===== src/hw/pixel_pkg.sv =====
`default_nettype none

package pixel_pkg;

    localparam int SCREEN_W = 64;
    localparam int SCREEN_H = 48;
    localparam int FB_DEPTH = SCREEN_W * SCREEN_H;

    localparam int COORD_W = 6;
    localparam int ADDR_W  = 12;

    typedef logic [COORD_W-1:0] coord_t;
    typedef logic [ADDR_W-1:0]  addr_t;

    // shading constants for a hit
    localparam logic [7:0] COLOR_HIT_OFFSET = 8'd125;
    localparam logic [7:0] BLUE_HIT         = 8'hff;

    // RGB565 view for the shader, raw word for storage and output
    typedef union packed {
        struct packed {
            logic [4:0] red;
            logic [5:0] green;
            logic [4:0] blue;
        } rgb;
        logic [15:0] raw;
    } color_t;

    // row major frame-buffer address
    function automatic addr_t pix_addr(coord_t x, coord_t y);
        return addr_t'(y) * addr_t'(SCREEN_W) + addr_t'(x);
    endfunction

endpackage

`default_nettype wire


===== src/hw/scene_pkg.sv =====
`default_nettype none

package scene_pkg;

    // signed fixed point, 16 integer and 8 fraction bits
    localparam int FRAC_BITS = 8;
    localparam int FIX_W     = 24;

    typedef logic signed [FIX_W-1:0] fix_t;

    // cube centred on the origin, Chebyshev metric
    localparam fix_t CUBE_HALF = fix_t'(16 << FRAC_BITS);

    // 0.25 hit threshold and 200.0 miss threshold
    localparam fix_t EPSILON   = fix_t'(1 << (FRAC_BITS - 2));
    localparam fix_t MAX_DEPTH = fix_t'(200 << FRAC_BITS);

    // directions are plain integers, z is always -FOCAL
    // step = dir * dist >>> DIR_SHIFT, so a z step equals the distance
    localparam int FOCAL     = 64;
    localparam int DIR_SHIFT = 6;

    // loop geometry, one issue register plus the stage pipelines
    localparam int NUM_STAGES    = 4;
    localparam int STAGE_LATENCY = 3;
    localparam int LOOP_LEN      = 1 + NUM_STAGES * STAGE_LATENCY;

endpackage

`default_nettype wire

===== src/hw/ray_if.sv =====
`timescale 1ns/1ns
`default_nettype none

// one slot of ray state, presented every cycle
interface ray_if;
    import scene_pkg::*;
    import pixel_pkg::*;

    logic   valid;
    // retired, and retired on a hit
    logic   done;
    logic   hit;
    coord_t px;
    coord_t py;
    fix_t   pt_x;
    fix_t   pt_y;
    fix_t   pt_z;
    fix_t   dir_x;
    fix_t   dir_y;
    fix_t   dir_z;
    fix_t   depth;

    modport src (
        output valid, done, hit, px, py,
        output pt_x, pt_y, pt_z, dir_x, dir_y, dir_z, depth
    );

    modport dst (
        input valid, done, hit, px, py,
        input pt_x, pt_y, pt_z, dir_x, dir_y, dir_z, depth
    );

endinterface

`default_nettype wire


===== src/hw/ray_stage.sv =====
`timescale 1ns/1ns
`default_nettype none

module ray_stage (
    input logic i_clk,
    input logic i_reset,
    ray_if.dst  ray_in,
    ray_if.src  ray_out
);
    import scene_pkg::*;
    import pixel_pkg::*;

    fix_t   pt_in [3];
    fix_t   dir_in [3];
    fix_t   cheb;
    // cycle 1
    logic   v1, done1, hit1;
    coord_t px1, py1;
    fix_t   pt1 [3];
    fix_t   dir1 [3];
    fix_t   depth1, dist1;
    // cycle 2
    logic   v2, done2, hit2, near2;
    coord_t px2, py2;
    fix_t   pt2 [3];
    fix_t   dir2 [3];
    fix_t   step2 [3];
    fix_t   depth2, dist2;
    logic signed [2*FIX_W-1:0] prod [3];
    fix_t   next_depth;

    function automatic fix_t abs_fix(fix_t a);
        return a[FIX_W-1] ? -a : a;
    endfunction

    assign pt_in[0]  = ray_in.pt_x;
    assign pt_in[1]  = ray_in.pt_y;
    assign pt_in[2]  = ray_in.pt_z;
    assign dir_in[0] = ray_in.dir_x;
    assign dir_in[1] = ray_in.dir_y;
    assign dir_in[2] = ray_in.dir_z;

    // largest absolute coordinate
    always_comb begin
        cheb = abs_fix(pt_in[0]);
        if (abs_fix(pt_in[1]) > cheb)
            cheb = abs_fix(pt_in[1]);
        if (abs_fix(pt_in[2]) > cheb)
            cheb = abs_fix(pt_in[2]);
    end

    always_comb begin
        for (int i = 0; i < 3; i++) begin
            prod[i] = dir1[i] * dist1;
        end
    end

    assign next_depth = depth2 + dist2;

    always_ff @(posedge i_clk) begin
        if (i_reset) begin
            v1            <= 1'b0;
            v2            <= 1'b0;
            ray_out.valid <= 1'b0;
        end else begin
            v1            <= ray_in.valid;
            v2            <= v1;
            ray_out.valid <= v2;
        end
    end

    // distance to the cube surface
    always_ff @(posedge i_clk) begin
        done1  <= ray_in.done;
        hit1   <= ray_in.hit;
        px1    <= ray_in.px;
        py1    <= ray_in.py;
        pt1    <= pt_in;
        dir1   <= dir_in;
        depth1 <= ray_in.depth;
        dist1  <= cheb - CUBE_HALF;
    end

    // scaled direction and hit test
    always_ff @(posedge i_clk) begin
        done2  <= done1;
        hit2   <= hit1;
        px2    <= px1;
        py2    <= py1;
        pt2    <= pt1;
        dir2   <= dir1;
        depth2 <= depth1;
        dist2  <= dist1;
        near2  <= dist1 < EPSILON;
        for (int i = 0; i < 3; i++) begin
            step2[i] <= fix_t'(prod[i] >>> DIR_SHIFT);
        end
    end

    // point and depth update, default is pass through
    always_ff @(posedge i_clk) begin
        ray_out.px    <= px2;
        ray_out.py    <= py2;
        ray_out.dir_x <= dir2[0];
        ray_out.dir_y <= dir2[1];
        ray_out.dir_z <= dir2[2];
        ray_out.done  <= done2;
        ray_out.hit   <= hit2;
        ray_out.pt_x  <= pt2[0];
        ray_out.pt_y  <= pt2[1];
        ray_out.pt_z  <= pt2[2];
        ray_out.depth <= depth2;
        if (v2 && !done2) begin
            if (near2) begin
                ray_out.done <= 1'b1;
                ray_out.hit  <= 1'b1;
            end else begin
                ray_out.pt_x  <= pt2[0] + step2[0];
                ray_out.pt_y  <= pt2[1] + step2[1];
                ray_out.pt_z  <= pt2[2] + step2[2];
                ray_out.depth <= next_depth;
                ray_out.done  <= next_depth >= MAX_DEPTH;
            end
        end
    end

    // a retired ray is frozen through the stage
    a_done_frozen: assert property (
        @(posedge i_clk) disable iff (i_reset)
        (ray_in.valid && ray_in.done) |-> ##STAGE_LATENCY
            (ray_out.pt_x == $past(ray_in.pt_x, STAGE_LATENCY)) &&
            (ray_out.pt_y == $past(ray_in.pt_y, STAGE_LATENCY)) &&
            (ray_out.pt_z == $past(ray_in.pt_z, STAGE_LATENCY)) &&
            (ray_out.depth == $past(ray_in.depth, STAGE_LATENCY))
    ) else $error("retired ray changed inside stage");

endmodule

`default_nettype wire


===== src/flat_wrapper.sv =====
// flat-port wrapper written by rule: the top's interface ports become plain ports
module ray_stage_flat import scene_pkg::*; import pixel_pkg::*;
  (i_clk, i_reset, ray_in_valid, ray_in_done, ray_in_hit, ray_in_px, ray_in_py, ray_in_pt_x, ray_in_pt_y, ray_in_pt_z, ray_in_dir_x, ray_in_dir_y, ray_in_dir_z, ray_in_depth, ray_out_valid, ray_out_done, ray_out_hit, ray_out_px, ray_out_py, ray_out_pt_x, ray_out_pt_y, ray_out_pt_z, ray_out_dir_x, ray_out_dir_y, ray_out_dir_z, ray_out_depth);
  ray_if ray_in_i ();
  ray_if ray_out_i ();
  input logic i_clk;
  input logic i_reset;
  input wire logic [$bits(ray_in_i.valid)-1:0] ray_in_valid;
  input wire logic [$bits(ray_in_i.done)-1:0] ray_in_done;
  input wire logic [$bits(ray_in_i.hit)-1:0] ray_in_hit;
  input wire logic [$bits(ray_in_i.px)-1:0] ray_in_px;
  input wire logic [$bits(ray_in_i.py)-1:0] ray_in_py;
  input wire logic [$bits(ray_in_i.pt_x)-1:0] ray_in_pt_x;
  input wire logic [$bits(ray_in_i.pt_y)-1:0] ray_in_pt_y;
  input wire logic [$bits(ray_in_i.pt_z)-1:0] ray_in_pt_z;
  input wire logic [$bits(ray_in_i.dir_x)-1:0] ray_in_dir_x;
  input wire logic [$bits(ray_in_i.dir_y)-1:0] ray_in_dir_y;
  input wire logic [$bits(ray_in_i.dir_z)-1:0] ray_in_dir_z;
  input wire logic [$bits(ray_in_i.depth)-1:0] ray_in_depth;
  output wire logic [$bits(ray_out_i.valid)-1:0] ray_out_valid;
  output wire logic [$bits(ray_out_i.done)-1:0] ray_out_done;
  output wire logic [$bits(ray_out_i.hit)-1:0] ray_out_hit;
  output wire logic [$bits(ray_out_i.px)-1:0] ray_out_px;
  output wire logic [$bits(ray_out_i.py)-1:0] ray_out_py;
  output wire logic [$bits(ray_out_i.pt_x)-1:0] ray_out_pt_x;
  output wire logic [$bits(ray_out_i.pt_y)-1:0] ray_out_pt_y;
  output wire logic [$bits(ray_out_i.pt_z)-1:0] ray_out_pt_z;
  output wire logic [$bits(ray_out_i.dir_x)-1:0] ray_out_dir_x;
  output wire logic [$bits(ray_out_i.dir_y)-1:0] ray_out_dir_y;
  output wire logic [$bits(ray_out_i.dir_z)-1:0] ray_out_dir_z;
  output wire logic [$bits(ray_out_i.depth)-1:0] ray_out_depth;
  assign ray_in_i.valid = ray_in_valid;
  assign ray_in_i.done = ray_in_done;
  assign ray_in_i.hit = ray_in_hit;
  assign ray_in_i.px = ray_in_px;
  assign ray_in_i.py = ray_in_py;
  assign ray_in_i.pt_x = ray_in_pt_x;
  assign ray_in_i.pt_y = ray_in_pt_y;
  assign ray_in_i.pt_z = ray_in_pt_z;
  assign ray_in_i.dir_x = ray_in_dir_x;
  assign ray_in_i.dir_y = ray_in_dir_y;
  assign ray_in_i.dir_z = ray_in_dir_z;
  assign ray_in_i.depth = ray_in_depth;
  assign ray_out_valid = ray_out_i.valid;
  assign ray_out_done = ray_out_i.done;
  assign ray_out_hit = ray_out_i.hit;
  assign ray_out_px = ray_out_i.px;
  assign ray_out_py = ray_out_i.py;
  assign ray_out_pt_x = ray_out_i.pt_x;
  assign ray_out_pt_y = ray_out_i.pt_y;
  assign ray_out_pt_z = ray_out_i.pt_z;
  assign ray_out_dir_x = ray_out_i.dir_x;
  assign ray_out_dir_y = ray_out_i.dir_y;
  assign ray_out_dir_z = ray_out_i.dir_z;
  assign ray_out_depth = ray_out_i.depth;
  ray_stage u_core (.i_clk(i_clk), .i_reset(i_reset), .ray_in(ray_in_i), .ray_out(ray_out_i));
endmodule

===== config.mk =====
export PLATFORM = sky130hd
export DESIGN_NAME = ray_stage_flat
export DESIGN_NICKNAME = d
export VERILOG_FILES = /design/src/hw/pixel_pkg.sv /design/src/hw/scene_pkg.sv /design/src/hw/ray_if.sv /design/src/hw/ray_stage.sv /design/src/flat_wrapper.sv
export SDC_FILE = /design/constraint.sdc
export NUM_CORES = 2
export LEC_CHECK = 0
export BUFFER_PORTS_ARGS = -buffer_cell sky130_fd_sc_hd__buf_2
export CAP_MARGIN = 10
export CELL_PAD_IN_SITES_DETAIL_PLACEMENT = 1
export CELL_PAD_IN_SITES_GLOBAL_PLACEMENT = 2
export CORE_MARGIN = 2
export CORE_UTILIZATION = 37
export CTS_BUF_LIST = sky130_fd_sc_hd__clkbuf_8
export CTS_CLUSTER_SIZE = 25
export DETAILED_ROUTE_END_ITERATION = 8
export GPL_TIMING_DRIVEN = 1
export PLACE_DENSITY = 0.79
export SKIP_CTS_REPAIR_TIMING = 1
export SYNTH_ARGS = -nofsm -noshare
export SYNTH_HDL_FRONTEND = slang
export SYNTH_SLANG_ARGS = --single-unit

===== constraint.sdc =====
create_clock -name i_clk -period 6.8 [get_ports i_clk]
set_input_delay 0.34 -clock i_clk [delete_from_list [all_inputs] [get_ports i_clk]]
set_output_delay 0.34 -clock i_clk [all_outputs]
set_load 0.01 [all_outputs]

==> metrics.md <==
| Metric | Value |
|---|---|
| Status | `finished, violations left` |
| Failing checks | `negative setup slack` |
| Syn avg cell area | `9.61 um2` |
| Routed len/inst | `20.9 um` |
| MaxCap Viol Count | `0` |
| Fraction of layout cells with a size suffix above 1 | `0.182` |
| Clk Latency, worst-skew pair | `0.92 ns` |
| Syn Std Cell Area | `60000 um2` |
| R2R Setup Slk | `-0.09 ns` |
| DP Wirelength | `161000 um` |
| Area share of the largest cell type after synthesis | `0.342` |
| Num CTS Buffers | `119` |
| Setup CP Type | `flop to flop` |
| Max Freq | `0.145 GHz` |
| CTS tree | `done` |
| Drc violations | `0` |
| EDFF count, synth | `0` |
| Most frequent CP cell | `fa_1` |
| Slowest Stage Delay on Critical Path | `0.57 ns` |
| Final setup margin | `-0.0897 ns` |
| Unrepaired setup endpoints after global routing | `yes` |
| Core ar. | `161000 um2` |
| Setup_tns | `-0.180 ns` |
| DRT antenna net count | `0` |
| Post-route cell area | `74100 um2` |
| Most frequent cell after synthesis | `inv_1` |
| Critical Path AT | `7.66 ns` |
| Yosys reg bits | `670` |
| Worst-margin pin slew | `0.995 ns` |
| H-tree depth | `3` |
| CP endpoint | `u_core.step2[0][23]$_DFF_P_` |
| Pins Over Slew Limit | `0` |
| CP Capture Type | `flop` |
| Final hold violation count | `0` |
| Largest area contributor in the netlist | `fa_1` |
| Post-layout nets | `8921` |
| Via count | `45.6k` |
| GR Util met1 | `0.310` |
| FF-to-FF End | `u_core.step2[0][23]$_DFF_P_` |
| Initial antenna violation count | `17` |
| Clk_skew | `0.0633 ns` |
| Reg2reg start | `u_core.dist1[0]$_DFF_P_` |
| GRT Residual Overflow | `0` |
| Worst path required time | `7.57 ns` |
| Cell variety after synth | `77` |
| Final setup violation count | `3` |
| Initial drt markers | `2048` |
| IO Count | `368` |
| Die Y | `407 um` |
| Slew HR | `0.330` |
| Area Overhead vs Synth | `23.5%` |
| Synth area leaders | `fa_1 34%, dfxtp_1 22%, ha_1 9.7%` |
| Compound-Gate Fraction of Synth Area | `0.0495` |
| Post-synthesis sequential area ratio | `0.223` |
| Gp weighted congestion | `0.890` |
| Final WL | `199000 um` |
| First-pass GRT wire length | `296000 um` |
| Clk sink count | `670` |
| Hold Path Class | `primary input to flop` |
| Die ar. | `166000 um2` |
| Placement row count | `147` |
| Area share of fa/ha/maj cells after synthesis | `0.440` |
| Global route hottest layer | `met2` |
| Die width | `407 um` |
| Synth Instances | `6249` |
| Pre-antenna DRT Iters | `5` |
| Deepest clock path buffer count | `3` |
| CP max FO | `8` |
| Xor/xnor share of the synthesized area | `0.0486` |
| M3 GR Usage | `0.0304` |
| Worst path slowest cell | `fa_1` |
| Port Buf Inserts | `367` |
| Final worst path period need | `6.89 ns` |
| Largest family of logic cells by synthesized area | `adder cells` |
| Worst-path clk slew | `0.08 ns` |
| M2 GR Usage | `0.401` |
| Initial Utilization | `0.373` |
| Register-to-Register Path Depth | `25` |
| Critical Path Source | `u_core.dist1[0]$_DFF_P_` |
| Number of global-route vias before repair | `49.8k` |
| Vias per cell | `4.79` |
| Largest net degree at the start of global routing | `81` |
| Simple-Gate Fraction of Synth Area | `0.145` |
| Tcrit/Tclk final | `1.01` |
| CP Launch Type | `flop` |
| Tot GR Track Use | `0.236` |
| Clock root cell | `clkbuf_8` |
| Synth Flop Type | `dfxtp_1` |
| Post-DP Area | `68500 um2` |
| Syn nets | `7927` |
| Mux contribution to synthesized area | `0.00413` |
| Ys async rst share | `0` |
| Synth Warn # | `0` |
| Most instantiated cells after synthesis | `1163 x inv_1, 1027 x fa_1, 980 x nand2_1` |
stage by stage:
step / instances / util / setup WS [ns] / hold slack [ns]
floorplan: 6249 / - / -0.00190 / 0.310
global placement: 9046 / 0.425 / -0.435 / 0.310
detailed placement: 9046 / 0.425 / -0.470 / 0.313
CTS: 9267 / 0.442 / -0.404 / -0.566
global route: 9508 / 0.461 / -0.276 / -0.00525
finish: 9513 / 0.461 / -0.0897 / 0.0638
routing by layer:
layer / vias to the layer above / wire length (um)
li1: 20849 / -
met1: 23581 / 86500
met2: 905 / 96600
met3: 268 / 8160
met4: 2 / 7520
met5: - / 13
placed cells by master, fill, tap and decap left out, drive strengths merged, types with 8 or more instances in the layout:
cell and instances:
o31ai 29, xor2 111, a21o 40, o21bai 8, clkinv 27, or4 13
nor2 125, o41ai 18, bufinv 11, mux2 16, nand2 980, and2 455
buf 959, a21oi 84, o21a 24, nor2b 29, or3 20, dfxtp 670
nor4 20, diode 10, xnor2 221, and3 21, ha 466, o21ai 177
dlygate4sd3 184, nand4 12, clkbuf 144, inv 1201, nor3 44, a41oi 8
fa 1027, nand3 32, a31oi 11, nand2b 51, a211oi 15, or2 11
flip-flops by register name, summed over array words and instances, names as in the netlist, 6 cells and up:
| register | cells |
|---|---|
| u_core.py1 | 6 |
| u_core.ray_out.dir_z | 24 |
| u_core.dist2 | 24 |
| u_core.depth2 | 24 |
| u_core.pt2 | 72 |
| u_core.px2 | 6 |
| u_core.ray_out.px | 6 |
| u_core.ray_out.pt_y | 24 |
| u_core.dir2 | 72 |
| u_core.pt1 | 72 |
| u_core.ray_out.pt_z | 24 |
| u_core.ray_out.pt_x | 24 |
| u_core.ray_out.dir_y | 24 |
| u_core.step2 | 72 |
| u_core.dir1 | 72 |
| u_core.ray_out.py | 6 |
| u_core.ray_out.dir_x | 24 |
| u_core.px1 | 6 |
| u_core.py2 | 6 |
| u_core.depth1 | 24 |
| u_core.dist1 | 24 |
| u_core.ray_out.depth | 24 |
worst min-delay path by stage:
stage	from	to	slack, ns	cells past startpoint
finish	ray_in_dir_y[8]	u_core.dir1[32]$_DFF_P_	0.06	2
global route	ray_in_dir_y[1]	u_core.dir1[25]$_DFF_P_	-0.005	2
CTS	ray_in_dir_x[21]	u_core.dir1[69]$_DFF_P_	-0.57	1
detailed placement	u_core.pt1[16]$_DFF_P_	u_core.pt2[16]$_DFF_P_	0.31	0
global placement	u_core.py1[1]$_DFF_P_	u_core.py2[1]$_DFF_P_	0.31	0
floorplan	u_core.depth1[0]$_DFF_P_	u_core.depth2[0]$_DFF_P_	0.31	0
area by class of cell:
type	count	area (um2)
inverter	1163	4370
clock buffer	139	1910
timing repair buffer	1148	9100
clock inverter	82	771
sequential	670	13500
antenna	10	25.0
tap	2160	2700
multi-input combinational	4141	41800
fill	18221	86800
logic make-up after synthesis:
family / after synthesis
and+or+nand+nor: 1829
xor gates and xnor gates: 332
muxes: 22
AOI/OAI and AO/OA: 464
buffers and inverters: 1438
adders and majority gates: 1494
DFF: 670
worst max-delay path, delay by kind of cell, from the launching register on:
kind	cells	cell delay, ns
fa+ha+maj	8	3.55
flops	1	0.38
xor+xnor	1	0.13
simple gates	4	0.54
buf+inv	6	0.76
compound gates	6	1.39
Power is not shown: default switching activity piles up to over one toggle a cycle in this logic, so the estimate is an artifact.
