`config.mk`:
```
export PLATFORM = sky130hd
export DESIGN_NAME = ray_issue_flat
export DESIGN_NICKNAME = d
export VERILOG_FILES = /design/src/hw/pixel_pkg.sv /design/src/hw/scene_pkg.sv /design/src/hw/ray_if.sv /design/src/hw/ray_issue.sv /design/src/flat_wrapper.sv
export SDC_FILE = /design/constraint.sdc
export NUM_CORES = 1
export LEC_CHECK = 0
export ABC_AREA = 1
export BUFFER_PORTS_ARGS = -buffer_cell sky130_fd_sc_hd__buf_4
export CORE_AREA = 5 5 168 170
export DETAILED_ROUTE_END_ITERATION = 12
export DIE_AREA = 0 0 173 175
export PLACE_DENSITY = 0.57
export SLEW_MARGIN = 30
export SYNTH_ARGS = -nofsm -noshare
export SYNTH_HDL_FRONTEND = slang
export SYNTH_SLANG_ARGS = --single-unit
```
`constraint.sdc`:
```
create_clock -name i_clk -period 1.7 [get_ports i_clk]
set_input_delay 0.255 -clock i_clk [delete_from_list [all_inputs] [get_ports i_clk]]
set_output_delay 0.255 -clock i_clk [all_outputs]
set_load 0.01 [all_outputs]
```
`src/hw/pixel_pkg.sv`:
```
`default_nettype none

package pixel_pkg;

    localparam int SCREEN_W = 64;
    localparam int SCREEN_H = 48;
    localparam int FB_DEPTH = SCREEN_W * SCREEN_H;

    localparam int COORD_W = 6;
    localparam int ADDR_W  = 12;

    typedef logic [COORD_W-1:0] coord_t;
    typedef logic [ADDR_W-1:0]  addr_t;

    // shading constants for a hit
    localparam logic [7:0] COLOR_HIT_OFFSET = 8'd125;
    localparam logic [7:0] BLUE_HIT         = 8'hff;

    // RGB565 view for the shader, raw word for storage and output
    typedef union packed {
        struct packed {
            logic [4:0] red;
            logic [5:0] green;
            logic [4:0] blue;
        } rgb;
        logic [15:0] raw;
    } color_t;

    // row major frame-buffer address
    function automatic addr_t pix_addr(coord_t x, coord_t y);
        return addr_t'(y) * addr_t'(SCREEN_W) + addr_t'(x);
    endfunction

endpackage

`default_nettype wire

```
`src/hw/scene_pkg.sv`:
```
`default_nettype none

package scene_pkg;

    // signed fixed point, 16 integer and 8 fraction bits
    localparam int FRAC_BITS = 8;
    localparam int FIX_W     = 24;

    typedef logic signed [FIX_W-1:0] fix_t;

    // cube centred on the origin, Chebyshev metric
    localparam fix_t CUBE_HALF = fix_t'(16 << FRAC_BITS);

    // 0.25 hit threshold and 200.0 miss threshold
    localparam fix_t EPSILON   = fix_t'(1 << (FRAC_BITS - 2));
    localparam fix_t MAX_DEPTH = fix_t'(200 << FRAC_BITS);

    // directions are plain integers, z is always -FOCAL
    // step = dir * dist >>> DIR_SHIFT, so a z step equals the distance
    localparam int FOCAL     = 64;
    localparam int DIR_SHIFT = 6;

    // loop geometry, one issue register plus the stage pipelines
    localparam int NUM_STAGES    = 4;
    localparam int STAGE_LATENCY = 3;
    localparam int LOOP_LEN      = 1 + NUM_STAGES * STAGE_LATENCY;

endpackage

`default_nettype wire
```
`src/hw/ray_if.sv`:
```
`timescale 1ns/1ns
`default_nettype none

// one slot of ray state, presented every cycle
interface ray_if;
    import scene_pkg::*;
    import pixel_pkg::*;

    logic   valid;
    // retired, and retired on a hit
    logic   done;
    logic   hit;
    coord_t px;
    coord_t py;
    fix_t   pt_x;
    fix_t   pt_y;
    fix_t   pt_z;
    fix_t   dir_x;
    fix_t   dir_y;
    fix_t   dir_z;
    fix_t   depth;

    modport src (
        output valid, done, hit, px, py,
        output pt_x, pt_y, pt_z, dir_x, dir_y, dir_z, depth
    );

    modport dst (
        input valid, done, hit, px, py,
        input pt_x, pt_y, pt_z, dir_x, dir_y, dir_z, depth
    );

endinterface

`default_nettype wire

```
`src/hw/ray_issue.sv`:
```
`timescale 1ns/1ns
`default_nettype none

module ray_issue (
    input  logic            i_clk,
    input  logic            i_reset,
    input  scene_pkg::fix_t i_eye_x,
    input  scene_pkg::fix_t i_eye_y,
    input  scene_pkg::fix_t i_eye_z,
    ray_if.dst              loop_in,
    ray_if.src              issue_out
);
    import scene_pkg::*;
    import pixel_pkg::*;

    coord_t x_cnt;
    coord_t y_cnt;
    logic   new_pixel;

    // a free slot is one that is empty or has just retired
    assign new_pixel = !loop_in.valid || loop_in.done;

    always_ff @(posedge i_clk) begin
        if (i_reset) begin
            issue_out.valid <= 1'b0;
            x_cnt           <= '0;
            y_cnt           <= '0;
        end else begin
            // every slot leaving issue holds either a new or a recirculated ray
            issue_out.valid <= 1'b1;
            if (new_pixel) begin
                // advance in raster order and wrap at the end of the frame
                if (x_cnt == coord_t'(SCREEN_W - 1)) begin
                    x_cnt <= '0;
                    y_cnt <= (y_cnt == coord_t'(SCREEN_H - 1)) ? '0 : y_cnt + 1'b1;
                end else begin
                    x_cnt <= x_cnt + 1'b1;
                end
            end
        end
    end

    always_ff @(posedge i_clk) begin
        if (new_pixel) begin
            issue_out.done  <= 1'b0;
            issue_out.hit   <= 1'b0;
            issue_out.px    <= x_cnt;
            issue_out.py    <= y_cnt;
            issue_out.pt_x  <= i_eye_x;
            issue_out.pt_y  <= i_eye_y;
            issue_out.pt_z  <= i_eye_z;
            // screen-centred direction as whole numbers
            issue_out.dir_x <= fix_t'(x_cnt) - fix_t'(SCREEN_W / 2);
            issue_out.dir_y <= fix_t'(y_cnt) - fix_t'(SCREEN_H / 2);
            issue_out.dir_z <= -fix_t'(FOCAL);
            issue_out.depth <= '0;
        end else begin
            issue_out.done  <= loop_in.done;
            issue_out.hit   <= loop_in.hit;
            issue_out.px    <= loop_in.px;
            issue_out.py    <= loop_in.py;
            issue_out.pt_x  <= loop_in.pt_x;
            issue_out.pt_y  <= loop_in.pt_y;
            issue_out.pt_z  <= loop_in.pt_z;
            issue_out.dir_x <= loop_in.dir_x;
            issue_out.dir_y <= loop_in.dir_y;
            issue_out.dir_z <= loop_in.dir_z;
            issue_out.depth <= loop_in.depth;
        end
    end

    a_raster_on_screen: assert property (
        @(posedge i_clk) disable iff (i_reset)
        y_cnt < SCREEN_H
    ) else $error("raster counter off screen at (%0d,%0d)", x_cnt, y_cnt);

endmodule

`default_nettype wire

```
`src/flat_wrapper.sv`:
```
// flat-port wrapper written by rule: the top's interface ports become plain ports
module ray_issue_flat import scene_pkg::*; import pixel_pkg::*;
  (i_clk, i_reset, i_eye_x, i_eye_y, i_eye_z, loop_in_valid, loop_in_done, loop_in_hit, loop_in_px, loop_in_py, loop_in_pt_x, loop_in_pt_y, loop_in_pt_z, loop_in_dir_x, loop_in_dir_y, loop_in_dir_z, loop_in_depth, issue_out_valid, issue_out_done, issue_out_hit, issue_out_px, issue_out_py, issue_out_pt_x, issue_out_pt_y, issue_out_pt_z, issue_out_dir_x, issue_out_dir_y, issue_out_dir_z, issue_out_depth);
  ray_if loop_in_i ();
  ray_if issue_out_i ();
  input  logic i_clk;
  input  logic i_reset;
  input  scene_pkg::fix_t i_eye_x;
  input  scene_pkg::fix_t i_eye_y;
  input  scene_pkg::fix_t i_eye_z;
  input wire logic [$bits(loop_in_i.valid)-1:0] loop_in_valid;
  input wire logic [$bits(loop_in_i.done)-1:0] loop_in_done;
  input wire logic [$bits(loop_in_i.hit)-1:0] loop_in_hit;
  input wire logic [$bits(loop_in_i.px)-1:0] loop_in_px;
  input wire logic [$bits(loop_in_i.py)-1:0] loop_in_py;
  input wire logic [$bits(loop_in_i.pt_x)-1:0] loop_in_pt_x;
  input wire logic [$bits(loop_in_i.pt_y)-1:0] loop_in_pt_y;
  input wire logic [$bits(loop_in_i.pt_z)-1:0] loop_in_pt_z;
  input wire logic [$bits(loop_in_i.dir_x)-1:0] loop_in_dir_x;
  input wire logic [$bits(loop_in_i.dir_y)-1:0] loop_in_dir_y;
  input wire logic [$bits(loop_in_i.dir_z)-1:0] loop_in_dir_z;
  input wire logic [$bits(loop_in_i.depth)-1:0] loop_in_depth;
  output wire logic [$bits(issue_out_i.valid)-1:0] issue_out_valid;
  output wire logic [$bits(issue_out_i.done)-1:0] issue_out_done;
  output wire logic [$bits(issue_out_i.hit)-1:0] issue_out_hit;
  output wire logic [$bits(issue_out_i.px)-1:0] issue_out_px;
  output wire logic [$bits(issue_out_i.py)-1:0] issue_out_py;
  output wire logic [$bits(issue_out_i.pt_x)-1:0] issue_out_pt_x;
  output wire logic [$bits(issue_out_i.pt_y)-1:0] issue_out_pt_y;
  output wire logic [$bits(issue_out_i.pt_z)-1:0] issue_out_pt_z;
  output wire logic [$bits(issue_out_i.dir_x)-1:0] issue_out_dir_x;
  output wire logic [$bits(issue_out_i.dir_y)-1:0] issue_out_dir_y;
  output wire logic [$bits(issue_out_i.dir_z)-1:0] issue_out_dir_z;
  output wire logic [$bits(issue_out_i.depth)-1:0] issue_out_depth;
  assign loop_in_i.valid = loop_in_valid;
  assign loop_in_i.done = loop_in_done;
  assign loop_in_i.hit = loop_in_hit;
  assign loop_in_i.px = loop_in_px;
  assign loop_in_i.py = loop_in_py;
  assign loop_in_i.pt_x = loop_in_pt_x;
  assign loop_in_i.pt_y = loop_in_pt_y;
  assign loop_in_i.pt_z = loop_in_pt_z;
  assign loop_in_i.dir_x = loop_in_dir_x;
  assign loop_in_i.dir_y = loop_in_dir_y;
  assign loop_in_i.dir_z = loop_in_dir_z;
  assign loop_in_i.depth = loop_in_depth;
  assign issue_out_valid = issue_out_i.valid;
  assign issue_out_done = issue_out_i.done;
  assign issue_out_hit = issue_out_i.hit;
  assign issue_out_px = issue_out_i.px;
  assign issue_out_py = issue_out_i.py;
  assign issue_out_pt_x = issue_out_i.pt_x;
  assign issue_out_pt_y = issue_out_i.pt_y;
  assign issue_out_pt_z = issue_out_i.pt_z;
  assign issue_out_dir_x = issue_out_i.dir_x;
  assign issue_out_dir_y = issue_out_i.dir_y;
  assign issue_out_dir_z = issue_out_i.dir_z;
  assign issue_out_depth = issue_out_i.depth;
  ray_issue u_core (.i_clk(i_clk), .i_reset(i_reset), .i_eye_x(i_eye_x), .i_eye_y(i_eye_y), .i_eye_z(i_eye_z), .loop_in(loop_in_i), .issue_out(issue_out_i));
endmodule
```
==> results of run 1 <==
## power by group through the flow
| stage | Clock (mW) | Sequential, mW | Combinational (mW) |
|---|---|---|---|
| final | 4.14 | 4.93 | 1.69 |
| after global routing | 4.49 | 4.96 | 1.84 |
| after CTS | 4.31 | 4.93 | 1.70 |
| after detailed placement | 0 | 5.04 | 1.47 |
| after global placement | 0 | 5.03 | 1.47 |
| after floorplan | 0 | 5.17 | 0.329 |
## cell usage in the layout (no fill, tap or decap), types with 2 or more instances in the layout
| cell type | instances |
|---|---|
| sky130_fd_sc_hd__clkinv_4 | 2 |
| sky130_fd_sc_hd__inv_8 | 7 |
| sky130_fd_sc_hd__nand2_1 | 354 |
| sky130_fd_sc_hd__o21ai_2 | 2 |
| sky130_fd_sc_hd__nor2_4 | 2 |
| sky130_fd_sc_hd__nor2_1 | 47 |
| sky130_fd_sc_hd__o21ai_0 | 8 |
| sky130_fd_sc_hd__buf_4 | 445 |
| sky130_fd_sc_hd__dfxtp_1 | 195 |
| sky130_fd_sc_hd__inv_1 | 40 |
| sky130_fd_sc_hd__buf_12 | 3 |
| sky130_fd_sc_hd__a21oi_1 | 8 |
| sky130_fd_sc_hd__nor2_2 | 2 |
| sky130_fd_sc_hd__clkbuf_16 | 17 |
| sky130_fd_sc_hd__dlygate4sd3_1 | 111 |
| sky130_fd_sc_hd__nand3_1 | 5 |
| sky130_fd_sc_hd__nand4_1 | 3 |
| sky130_fd_sc_hd__ha_1 | 3 |
| sky130_fd_sc_hd__or2_2 | 17 |
## state kept, by name (all words and copies together), names as in the netlist
name                    cells
u_core.issue_out.depth     24
u_core.issue_out.dir_x     24
u_core.issue_out.dir_y     24
u_core.issue_out.dir_z     24
u_core.issue_out.pt_x      24
u_core.issue_out.pt_y      24
u_core.issue_out.pt_z      24
u_core.issue_out.px         6
u_core.issue_out.py         6
u_core.x_cnt                6
u_core.y_cnt                6
u_core.issue_out.done       1
u_core.issue_out.hit        1
u_core.issue_out.valid      1
## per-layer routing
layer  part of all wire  wire (um)  track usage  vias to the layer above
met5                  0          0            0                        -
met4              0.023        549       0.0515                        0
met3              0.073       1750       0.0550                       30
met2               0.52      12400        0.276                      241
met1               0.39       9240        0.160                     2795
li1                   -          -            -                     3261
## logic make-up (layout without fill, tap and decap cells)
logic type,after synthesis,count (layout),share of synthesized area
and+or+nand+nor,433,433,0.279
DFF,195,195,0.638
buffers and inverters,75,633,0.0558
AOI/OAI and AO/OA,20,20,0.0180
adders and majority gates,3,3,0.00613
xor gates and xnor gates,2,2,0.00286
other,1,1,0.000613
## per-stage QoR
step                total power, mW  instance area (um^2)
floorplan                      5.50                  6120
global placement               6.50                  9770
detailed placement             6.51                  9770
CTS                            10.9                 11400
global route                   11.3                 11500
finish                         10.8                 11500
## path summary, 6_finish.rpt
kind / from / endpoint / slack (ns) / depth (start not counted)
max: loop_in_done / u_core.issue_out.pt_z[19]$_DFF_P_ / 0.24 / 8
min: i_eye_y[14] / u_core.issue_out.pt_y[14]$_DFF_P_ / 0.02 / 3
max reg2reg: u_core.y_cnt[3]$_SDFFE_PP0P_ / u_core.issue_out.dir_y[20]$_DFF_P_ / 0.32 / 3
min reg2reg: u_core.x_cnt[2]$_SDFFE_PP0N_ / u_core.issue_out.dir_x[2]$_DFF_P_ / 0.51 / 2
## tightest hold or removal path, cell delays in order
cell and delay, ns:
sky130_fd_sc_hd__buf_4 0.08, sky130_fd_sc_hd__nand2_1 0.04, sky130_fd_sc_hd__nand2_1 0.05
## area by class of cell
| type | instances | area, um^2 |
|---|---|---|
| clock buffers | 19 | 443 |
| clock inverters | 13 | 159 |
| fillers | 2595 | 15100 |
| inverters | 42 | 160 |
| multi-input cells | 459 | 1880 |
| flip-flops and latches | 195 | 3900 |
| well taps | 341 | 427 |
| repair buffers | 559 | 4510 |
## timing repair
| action | CTS | global route |
|---|---|---|
| hold endpoints to repair | 79 | 4 |
| buffers inserted | 0 | 0 |
| endpoints found under the setup margin | 0 | 0 |
| hold buffers | 107 | 4 |
==> Implementation_results.wiki, run 1 <==
{| class="wikitable"
! Metric !! Value
|-
| Count of state elements after synthesis || 195
|-
| Cell total after placement || between 1,000 and 1,500
|-
| Kind of cell adding the most delay to the critical path || buffers and inverters
|-
| Post-route clock skew || 0.0123 ns
|-
| Leakage power || 5.88 nW
|-
| Clock group share of total power || 0.384
|-
| Max incr delay on CP || 0.55 ns
|-
| Setup repair after global routing missed its margin || no
|-
| Sw power || 2.74 mW
|-
| Initial antenna violation count || 0
|-
| Part of the total power dissipated in combinational logic || 0.158
|-
| Number of nets in the layout || 1,534
|-
| PostCTS Resize Cnt || 0
|-
| Final Routed Wirelength || 23.9 mm
|-
| Post-route clock period utilization || 0.858
|-
| Placed wire-length estimate || 17.5 mm
|-
| Minimum setup slack after placement || 0.289 ns
|-
| Number of warnings printed during yosys synthesis || 0
|-
| Syn Nets || 989
|-
| Switch share || 0.255
|-
| Critical path data arrival time || 1.83 ns
|-
| Num Clock Sinks || around 200
|-
| Most instantiated library cell after synthesis || sky130_fd_sc_hd__nand2_1
|-
| Post-route core utilization || 0.432
|-
| Cell at the slowest stage of the critical path || sky130_fd_sc_hd__dlygate4sd3_1
|-
| Detailed-router iteration count before antenna repair || 5
|-
| Die footprint || 0.0303 mm^2
|-
| Final hold violation count || 0
|-
| Type of the worst setup path || input port to flip-flop
|-
| Clock tree from TritonCTS || built
|-
| Final estimated routing congestion in global placement || ~0.80
|-
| Worst-case headroom to the max-slew limit || 0.483
|-
| CP max FO || 74
|-
| I/O Buffers || 439
|-
| Max-cap check violation count || 0
|-
| Post-route antenna net violation count || 0
|-
| Post-synth EDFFs || 0
|-
| Sequential share of power || 0.458
|-
| Cell area power density || about 940 mW/mm^2
|-
| Status || completed
|-
| Fin Setup TNS || 0 ns
|-
| Cell-internal power || about 8.0 mW
|-
| Area share of the largest cell type after synthesis || 0.638
|-
| CTS clk-pin slew, worst paths || around 0.08 ns
|-
| Cell accounting for the most synthesized area || sky130_fd_sc_hd__dfxtp_1
|-
| Placeable core area || 0.0266 mm^2
|-
| Horizontal die dimension || about 170 um
|-
| Worst IR Drop VDD || just under 0.6 mV
|-
| GR Overflow Total || 0
|-
| PnR worst setup slack || 0.242 ns
|-
| Part of the Yosys area used for sequential elements || 0.638
|-
| Worst Hold Margin || 0.0231 ns
|-
| Distinct cell type count of the synthesized netlist || 25
|-
| Die Span Y || 175 um
|-
| Final routed DRC violation total || 0
|-
| Min cycle time layout || roughly 1.5 ns
|-
| Vias in the first global route || about 6,600
|-
| Max-slew violation count || 0
|-
| Total inserted antenna cells || 0
|-
| Kind of capture point of the worst setup path || flip-flop
|-
| Mapped cell area || approximately 0.0061 mm^2
|-
| Detailed-route via count || 6,327
|-
| Initial core utilization || 0.230
|-
| # IOs || 440
|-
| Area overhead of the layout relative to synthesis || 87.7%
|-
| Number of buffers added by the clock tree synthesis step || 17
|-
| Routed len/inst || between 10 and 15 um
|-
| Primary FF master, synth || sky130_fd_sc_hd__dfxtp_1
|-
| Largest net degree at the start of global routing || 82
|-
| Share of flip-flops with an asynchronous set or reset || 0
|-
| Cell types with the highest counts after synthesis || sky130_fd_sc_hd__nand2_1 (355), sky130_fd_sc_hd__dfxtp_1 (195), sky130_fd_sc_hd__nor2_1 (47)
|-
| Synthesized netlist cell count || 729
|-
| Sort of element at the start of the critical path || input port
|-
| Wire length of the first global-routing pass || 35.9 mm
|-
| Total track usage || 0.151
|-
| Number of H-tree levels || 4
|-
| Final setup violating endpoints || 0
|-
| Clock latency reported for the late side of the worst-skew pair || 0.42 ns
|-
| Series of cell instances along the critical path || buf_4 -> inv_1 -> nand2_4 -> buf_12 -> buf_4 -> nand2_1 -> nand2_1 -> dlygate4sd3_1
|-
| Hold Crit Class || input port to flip-flop
|-
| Filler-free cell count of the finished design || 1,628
|-
| Layout cells sized above 1 || 0.392
|-
| Largest cells by area after synthesis || sky130_fd_sc_hd__dfxtp_1 (64%), sky130_fd_sc_hd__nand2_1 (22%), sky130_fd_sc_hd__nor2_1 (2.9%), sky130_fd_sc_hd__inv_1 (2.5%), sky130_fd_sc_hd__or2_2 (1.7%)
|-
| Std-Cell Rows || 60
|-
| Number of DRC markers in iteration 0 || 245
|-
| Critical path buffer and inverter count || 5
|-
| Cell at the root of the clock tree || sky130_fd_sc_hd__clkbuf_16
|-
| Critical path required time || 2.07 ns
|-
| Peak Freq || just under 700 MHz
|-
| Synth Area per Inst || 8.39 um^2
|-
| Drt via density || 3.89
|-
| Slew at the pin closest to its max-slew limit || 0.776 ns
|-
| Clock Tree Buf Depth || 2
|}
Note: power is estimated with default switching activity, not from simulation.
==> run 2: changes to the inputs <==
==> constraint.sdc (replaced) <==
create_clock -name i_clk -period 1.35 [get_ports i_clk]
set_input_delay 0.2025 -clock i_clk [delete_from_list [all_inputs] [get_ports i_clk]]
set_output_delay 0.2025 -clock i_clk [all_outputs]
set_load 0.01 [all_outputs]
==> run 2 against run 1 <==
Effect of this change: clock skew about the same; first-iteration DRC count increased by 9.0%; global-route usage increased by 1.9 points; worst setup slack got worse by 0.21 ns; design area increased by 14%; sequential cell count unchanged; die area unchanged; non-clock buffer count increased by 158; clock power increased by 26%; via count increased by 13%; total power increased by 31%; largest cell class unchanged; highest routed layer unchanged.
==> Implementation_results.wiki, run 2 (synthesis gave the netlist of run 1 again) <==
{| class="wikitable"
! Metric !! Value
|-
| Critical path data arrival time || 1.63 ns (-0.20 ns)
|-
| Cell area power density || 1070 mW/mm^2 (+14%)
|-
| Setup repair after global routing missed its margin || no
|-
| Final Routed Wirelength || 27.0 mm (+13%)
|-
| Clock latency reported for the late side of the worst-skew pair || 0.42 ns (about the same)
|-
| Kind of capture point of the worst setup path || flip-flop
|-
| Slew at the pin closest to its max-slew limit || 0.523 ns (-0.253 ns)
|-
| Routed len/inst || 15.1 um (+3.0%)
|-
| Met3 WL post-DR || 1.63 mm (-6.6%)
|-
| Hold Crit Class || input port to flip-flop
|-
| Critical path required time || 1.67 ns (-0.40 ns)
|-
| Drt via density || 4.00 (+2.8%)
|-
| Cell total after placement || 1,499 (+0.94%)
|-
| Initial core utilization || 0.230 (unchanged)
|-
| Number of nets in the layout || 1,692 (+10%)
|-
| Number of DRC markers in iteration 0 || 267 (+9.0%)
|-
| Filler-free cell count of the finished design || 1,788 (+9.8%)
|-
| DR WL met2 || 14.1 mm (+14%)
|-
| Post-route core utilization || 0.495 (+0.0624)
|-
| Cell at the root of the clock tree || sky130_fd_sc_hd__clkbuf_16
|-
| Detailed-router iteration count before antenna repair || 6 (+1)
|-
| Std-Cell Rows || 60 (unchanged)
|-
| Status || completed
|-
| Sort of element at the start of the critical path || input port
|-
| Final estimated routing congestion in global placement || 0.789 (-1.5%)
|-
| Final routed DRC violation total || 0 (unchanged)
|-
| Post-route clock period utilization || 0.975
|-
| Vias in the first global route || 7,674 (+16%)
|-
| Most common library cell in the layout ignoring fill and taps || sky130_fd_sc_hd__buf_4
|-
| Fin Setup TNS || 0 ns (unchanged)
|-
| Placeable core area || 0.0266 mm^2 (unchanged)
|-
| I/O Buffers || 439 (unchanged)
|-
| Layout cells sized above 1 || 0.370 (-0.0221)
|-
| Final hold violation count || 0 (unchanged)
|-
| Number of H-tree levels || 4 (unchanged)
|-
| Initial antenna violation count || 1 (+1)
|-
| Min cycle time layout || approximately 1.3 ns
|-
| Final setup violating endpoints || 0 (unchanged)
|-
| Die footprint || 0.0303 mm^2 (unchanged)
|-
| Largest net degree at the start of global routing || 57 (-30%)
|-
| Area overhead of the layout relative to synthesis || 115%
|-
| Clock tree from TritonCTS || built
|-
| Horizontal die dimension || 173 um (unchanged)
|-
| Total track usage || 0.170 (+0.0190)
|-
| # IOs || 440 (unchanged)
|-
| Worst IR Drop VDD || 0.649 mV (+11%)
|-
| Clock Tree Buf Depth || 2 (unchanged)
|-
| CTS clk-pin slew, worst paths || 0.08 ns (about the same)
|-
| Leakage power || 6.60 nW (+12%)
|-
| Post-route antenna net violation count || 0 (unchanged)
|-
| CP max FO || 22 (-70%)
|-
| PnR worst setup slack || 0.0332 ns (-0.209 ns)
|-
| Post-route clock skew || 0.0122 ns (-0.000121 ns)
|-
| Post-layout total power || 14.1 mW (+31%)
|-
| Peak Freq || 759 MHz
|-
| Type of the worst setup path || input port to flip-flop
|-
| Wire length of the first global-routing pass || 40.9 mm (+14%)
|-
| Metal1 wirelength || 10.6 mm (+15%)
|-
| Num Clock Sinks || 195 (unchanged)
|-
| Max-cap check violation count || 0 (unchanged)
|-
| Leading cell types in the layout, fill and taps excluded || sky130_fd_sc_hd__buf_4 (459), sky130_fd_sc_hd__nand2_1 (351), sky130_fd_sc_hd__dlygate4sd3_1 (249)
|-
| Number of buffers added by the clock tree synthesis step || 17 (unchanged)
|-
| Die Span Y || 175 um (unchanged)
|-
| Placed wire-length estimate || 17.7 mm (+1.5%)
|-
| Detailed-route via count || 7,145 (+13%)
|-
| Worst-case headroom to the max-slew limit || 0.650 (+0.167)
|-
| Max-slew violation count || 0 (unchanged)
|-
| Minimum setup slack after placement || 0.0156 ns (-0.274 ns)
|-
| Top routing layer in use || met4
|-
| GR Overflow Total || 0 (unchanged)
|}
## run 2: changes by cell type in the layout (fill, tap and decap cells not counted), moves of 3 or more
cell,previous run,this run
sky130_fd_sc_hd__inv_6,1,4
sky130_fd_sc_hd__dlygate4sd3_1,111,249
sky130_fd_sc_hd__buf_4,445,459
sky130_fd_sc_hd__nand2_1,354,351
sky130_fd_sc_hd__nand2_2,0,3
## run 2: layout make-up
cell class                 count  area, um^2
inverter                      42         163
clock buffer                  18         429
timing repair buffer         717        6130
multi-input combinational    459        1920
sequential                   195        3910
antenna                        2        5.00
tap                          341         427
clock inverter                14         168
fill                        2405       13400
## run 2: power breakdown
| part | internal (mW) | total [mW] | switching (mW) |
|---|---|---|---|
| clock | 2.67 | 5.20 | 2.53 |
| sequential | 6.10 | 6.22 | 0.114 |
| combinational | 1.65 | 2.65 | 0.999 |
| total | 10.4 | 14.1 | 3.64 |
## run 2: critical path: stages
cell                            delay, ns
sky130_fd_sc_hd__buf_4               0.11
sky130_fd_sc_hd__inv_2               0.08
sky130_fd_sc_hd__nand2_4             0.11
sky130_fd_sc_hd__buf_6               0.19
sky130_fd_sc_hd__buf_4               0.21
sky130_fd_sc_hd__nand2_1             0.10
sky130_fd_sc_hd__nand2_1             0.07
sky130_fd_sc_hd__dlygate4sd3_1       0.56
## run 2: repair_timing
action                                  CTS  global route
gates resized for setup                   1            15
pin swaps                                 0             3
cloned                                    0             2
hold endpoints to repair                179             0
setup buffers                             0             4
endpoints found under the setup margin    1            39
hold buffers                            249             0
## run 2: final timing paths
path                                      from                                end  slack [ns]  cells after the start
setup / recovery                  loop_in_done  u_core.issue_out.pt_x[16]$_DFF_P_        0.03                      8
hold / removal                loop_in_dir_x[0]  u_core.issue_out.dir_x[0]$_DFF_P_        0.03                      3
setup reg to reg  u_core.y_cnt[0]$_SDFFE_PP0P_       u_core.y_cnt[5]$_SDFFE_PP0P_        0.12                      6
hold reg to reg   u_core.x_cnt[4]$_SDFFE_PP0N_       u_core.x_cnt[4]$_SDFFE_PP0N_        0.51                      2
## run 2: per-stage QoR
step	hold slack, ns	cell area [um^2]
2_1_floorplan	0.282	6120
3_3_place_gp	0.382	9920
5_1_grt	0.00825	13100
6_report	0.0291	13100
4_1_cts	0.00814	13000
3_5_place_dp	0.380	9920
## run 2: per-layer routing
metal	global-route usage	up-vias
li1	-	3579
met1	0.185	3250
met2	0.319	273
met3	0.0478	43
met4	0.0532	0
met5	0	-
==> run 3: changes to the inputs <==
--- a/config.mk
+++ b/config.mk
@@ -7,10 +7,10 @@
 export LEC_CHECK = 0
 export ABC_AREA = 1
 export BUFFER_PORTS_ARGS = -buffer_cell sky130_fd_sc_hd__buf_4
-export CORE_AREA = 5 5 168 170
+export CORE_AREA = 5 5 167 169
 export DETAILED_ROUTE_END_ITERATION = 12
-export DIE_AREA = 0 0 173 175
-export PLACE_DENSITY = 0.57
+export DIE_AREA = 0 0 172 174
+export PLACE_DENSITY = 0.59
 export SLEW_MARGIN = 30
 export SYNTH_ARGS = -nofsm -noshare
 export SYNTH_HDL_FRONTEND = slang
==> constraint.sdc (replaced) <==
create_clock -name i_clk -period 1.1 [get_ports i_clk]
set_input_delay 0.165 -clock i_clk [delete_from_list [all_inputs] [get_ports i_clk]]
set_output_delay 0.165 -clock i_clk [all_outputs]
set_load 0.01 [all_outputs]
==> run 3 against run 2 <==
Effect of this change: the flow now finishes with violations (setup timing); first-iteration DRC count is 13% higher; clock-buffer cell count is 1 higher; sequential cell count unchanged; design area up 1.8%; clock skew about the same; highest routed layer unchanged.
==> Implementation_results.wiki, run 3 (synthesis gave the netlist of run 1 again) <==
{| class="wikitable"
! Metric !! Value
|-
| Depth of the most critical reg-to-reg path || 6 (unchanged)
|-
| Number of H-tree levels || 4 (unchanged)
|-
| Drt via density || 4.03 (+0.84%)
|-
| Die footprint || 0.0299 mm^2 (-1.1%)
|-
| Worst Hold Margin || 0.116 ns (+0.0866 ns)
|-
| Initial antenna violation count || 1 (unchanged)
|-
| Cell at the slowest stage of the critical path || sky130_fd_sc_hd__dfxtp_2
|-
| CP max FO || 5 (-77%)
|-
| Status || finished, violations left
|-
| Max-slew violation count || 0 (unchanged)
|-
| Post-route clock period utilization || 1.05
|-
| Number of buffers added by the clock tree synthesis step || 17 (unchanged)
|-
| Launch point of the worst reg-to-reg path || u_core.x_cnt[1]$_SDFFE_PP0N_
|-
| CTS clk-pin slew, worst paths || 0.08 ns (about the same)
|-
| GR Overflow Total || 0 (unchanged)
|-
| Peak Freq || 864 MHz
|-
| Cell at the root of the clock tree || sky130_fd_sc_hd__clkbuf_16
|-
| # IOs || 440 (unchanged)
|-
| Setup repair after global routing missed its margin || yes
|-
| Placeable core area || 0.0264 mm^2 (-0.57%)
|-
| Post-route antenna net violation count || 0 (unchanged)
|-
| Kind of capture point of the worst setup path || flip-flop
|-
| Initial core utilization || 0.232 (+0.00131)
|-
| Series of cell instances along the critical path || ha_4 -> nand2_4 -> a21oi_4 -> nand2_4 -> o21ai_2 -> a21oi_1
|-
| Worst setup slack for register-to-register paths || -0.06 ns (-0.18 ns)
|-
| Min cycle time layout || 1.16 ns
|-
| Final estimated routing congestion in global placement || 0.845 (+7.0%)
|-
| Number of DRC markers in iteration 0 || 301 (+13%)
|-
| Final Routed Wirelength || 26.8 mm (-0.94%)
|-
| Largest net degree at the start of global routing || 46 (-19%)
|-
| Hold path depth || 2 (-1)
|-
| Detailed-router iteration count before antenna repair || 6 (unchanged)
|-
| Num Clock Sinks || 195 (unchanged)
|-
| Final routed DRC violation total || 0 (unchanged)
|-
| Critical path data arrival time || 1.47 ns (-0.16 ns)
|-
| Critical path buffer and inverter count || 0 (-5)
|-
| Max-cap check violation count || 0 (unchanged)
|-
| Endpoint of the worst hold-timing path || u_core.issue_out.valid$_DFF_P_
|-
| Kind of cell adding the most delay to the critical path || compound AO/OA/AOI/OAI gates
|-
| Worst Min Path Start || i_reset
|-
| Final setup violating endpoints || 5 (+5)
|-
| Die Span Y || 174 um (-0.57%)
|-
| Fin Setup TNS || -0.178 ns (-0.178 ns)
|-
| Final hold violation count || 0 (unchanged)
|-
| End of the worst register-to-register path || u_core.y_cnt[3]$_SDFFE_PP0P_
|-
| Clock latency reported for the late side of the worst-skew pair || 0.42 ns (about the same)
|-
| Area overhead of the layout relative to synthesis || 119%
|-
| Post-layout total power || 16.9 mW (+20%)
|-
| Vias in the first global route || 8,015 (+4.4%)
|-
| Clock Tree Buf Depth || 2 (unchanged)
|-
| Startpoint of the most critical setup path || u_core.x_cnt[1]$_SDFFE_PP0N_
|-
| Failing checks || setup timing
|-
| PnR worst setup slack || -0.0570 ns (-0.0903 ns)
|-
| I/O Buffers || 439 (unchanged)
|-
| Layout cells sized above 1 || 0.387 (+0.0164)
|-
| Std-Cell Rows || 60 (unchanged)
|-
| Placed wire-length estimate || 18.4 mm (+3.4%)
|-
| Clock tree from TritonCTS || built
|-
| Detailed-route via count || 7,298 (+2.1%)
|-
| Critical path required time || 1.41 ns (-0.26 ns)
|-
| Max incr delay on CP || 0.35 ns (-0.21 ns)
|-
| Type of the worst setup path || flip-flop to flip-flop
|-
| Routed len/inst || 14.8 um (-2.2%)
|-
| Hold Crit Class || input port to flip-flop
|-
| Cell mode on critical path || sky130_fd_sc_hd__nand2_4
|-
| Wire length of the first global-routing pass || 40.7 mm (-0.67%)
|-
| Worst IR Drop VDD || 0.855 mV (+32%)
|-
| Post-route clock skew || 0.0125 ns (+0.000348 ns)
|-
| Total track usage || 0.171 (+0.00130)
|-
| Horizontal die dimension || 172 um (-0.58%)
|-
| Leading cell types in the layout, fill and taps excluded || sky130_fd_sc_hd__buf_4 (471), sky130_fd_sc_hd__nand2_1 (349), sky130_fd_sc_hd__dlygate4sd3_1 (254)
|-
| Cell area power density || 1260 mW/mm^2 (+18%)
|-
| Most common library cell in the layout ignoring fill and taps || sky130_fd_sc_hd__buf_4
|-
| Minimum setup slack after placement || -0.117 ns (-0.132 ns)
|-
| Leakage power || 6.73 nW (+2.0%)
|-
| Sort of element at the start of the critical path || flip-flop
|-
| Number of nets in the layout || 1,716 (+1.4%)
|}
==> run 3: cell count changes in the layout (fill, tap and decap cells not counted), moves of 3 or more <==
cell,before,now
sky130_fd_sc_hd__buf_4,459,471
sky130_fd_sc_hd__dfxtp_2,1,13
sky130_fd_sc_hd__dfxtp_1,193,182
sky130_fd_sc_hd__buf_12,5,10
sky130_fd_sc_hd__buf_6,1,6
sky130_fd_sc_hd__dlygate4sd3_1,249,254
sky130_fd_sc_hd__nand2_4,1,5
sky130_fd_sc_hd__nor2_1,47,44
==> run 3: worst register-to-register path: stages, from the launching register on <==
cell and delay (ns):
sky130_fd_sc_hd__dfxtp_2 0.35, sky130_fd_sc_hd__ha_4 0.15, sky130_fd_sc_hd__nand2_4 0.06, sky130_fd_sc_hd__a21oi_4 0.18, sky130_fd_sc_hd__nand2_4 0.11, sky130_fd_sc_hd__o21ai_2 0.15
sky130_fd_sc_hd__a21oi_1 0.05
==> run 3: routing by layer <==
metal | track usage | up-vias | share of wire
li1 | - | 3626 | -
met1 | 0.184 | 3253 | 0.38
met2 | 0.303 | 341 | 0.50
met3 | 0.0539 | 78 | 0.082
met4 | 0.0789 | 0 | 0.043
met5 | 0 | - | 0
==> run 3: repair_timing <==
action | 4_1_cts | 5_1_grt
hold buffers | 253 | 1
endpoints found under the hold margin | 182 | 1
resized for setup | 6 | 24
setup buffers | 1 | 0
pin swaps | 5 | 3
endpoints found under the setup margin | 15 | 37
==> run 3: final cells by class <==
cell class	count	area [um^2]
multi-input cells	459	1960
inverters	42	163
flip-flops and latches	195	3920
repair buffers	741	6350
clock inverters	13	136
fillers	2305	13000
well taps	341	427
diodes	1	2.50
clock buffers	19	433
==> run 3: metrics by stage <==
step | utilization | cells | instance area, um^2
after floorplan | - | 729 | 6150
after global placement | 0.385 | 1523 | 10200
after detailed placement | 0.385 | 1523 | 10200
after CTS | 0.503 | 1809 | 13300
after global routing | 0.507 | 1811 | 13400
final | 0.507 | 1811 | 13400
==> run 3: worst max-delay path by stage <==
stage	cells after the start	endpoint	slack (ns)
2_1_floorplan	8	u_core.y_cnt[4]$_SDFFE_PP0P_	-0.01
3_3_place_gp	8	u_core.y_cnt[4]$_SDFFE_PP0P_	-0.09
3_5_place_dp	8	u_core.x_cnt[5]$_SDFFE_PP0N_	-0.12
4_1_cts	8	u_core.y_cnt[4]$_SDFFE_PP0P_	-0.07
5_1_grt	8	u_core.y_cnt[4]$_SDFFE_PP0P_	-0.16
6_report	6	u_core.y_cnt[3]$_SDFFE_PP0P_	-0.06
==> run 3: report_power, final <==
group,switching [mW],internal (mW)
Clock,3.03,3.04
Sequential,0.134,7.49
Combinational,1.25,1.99
Total,4.41,12.5
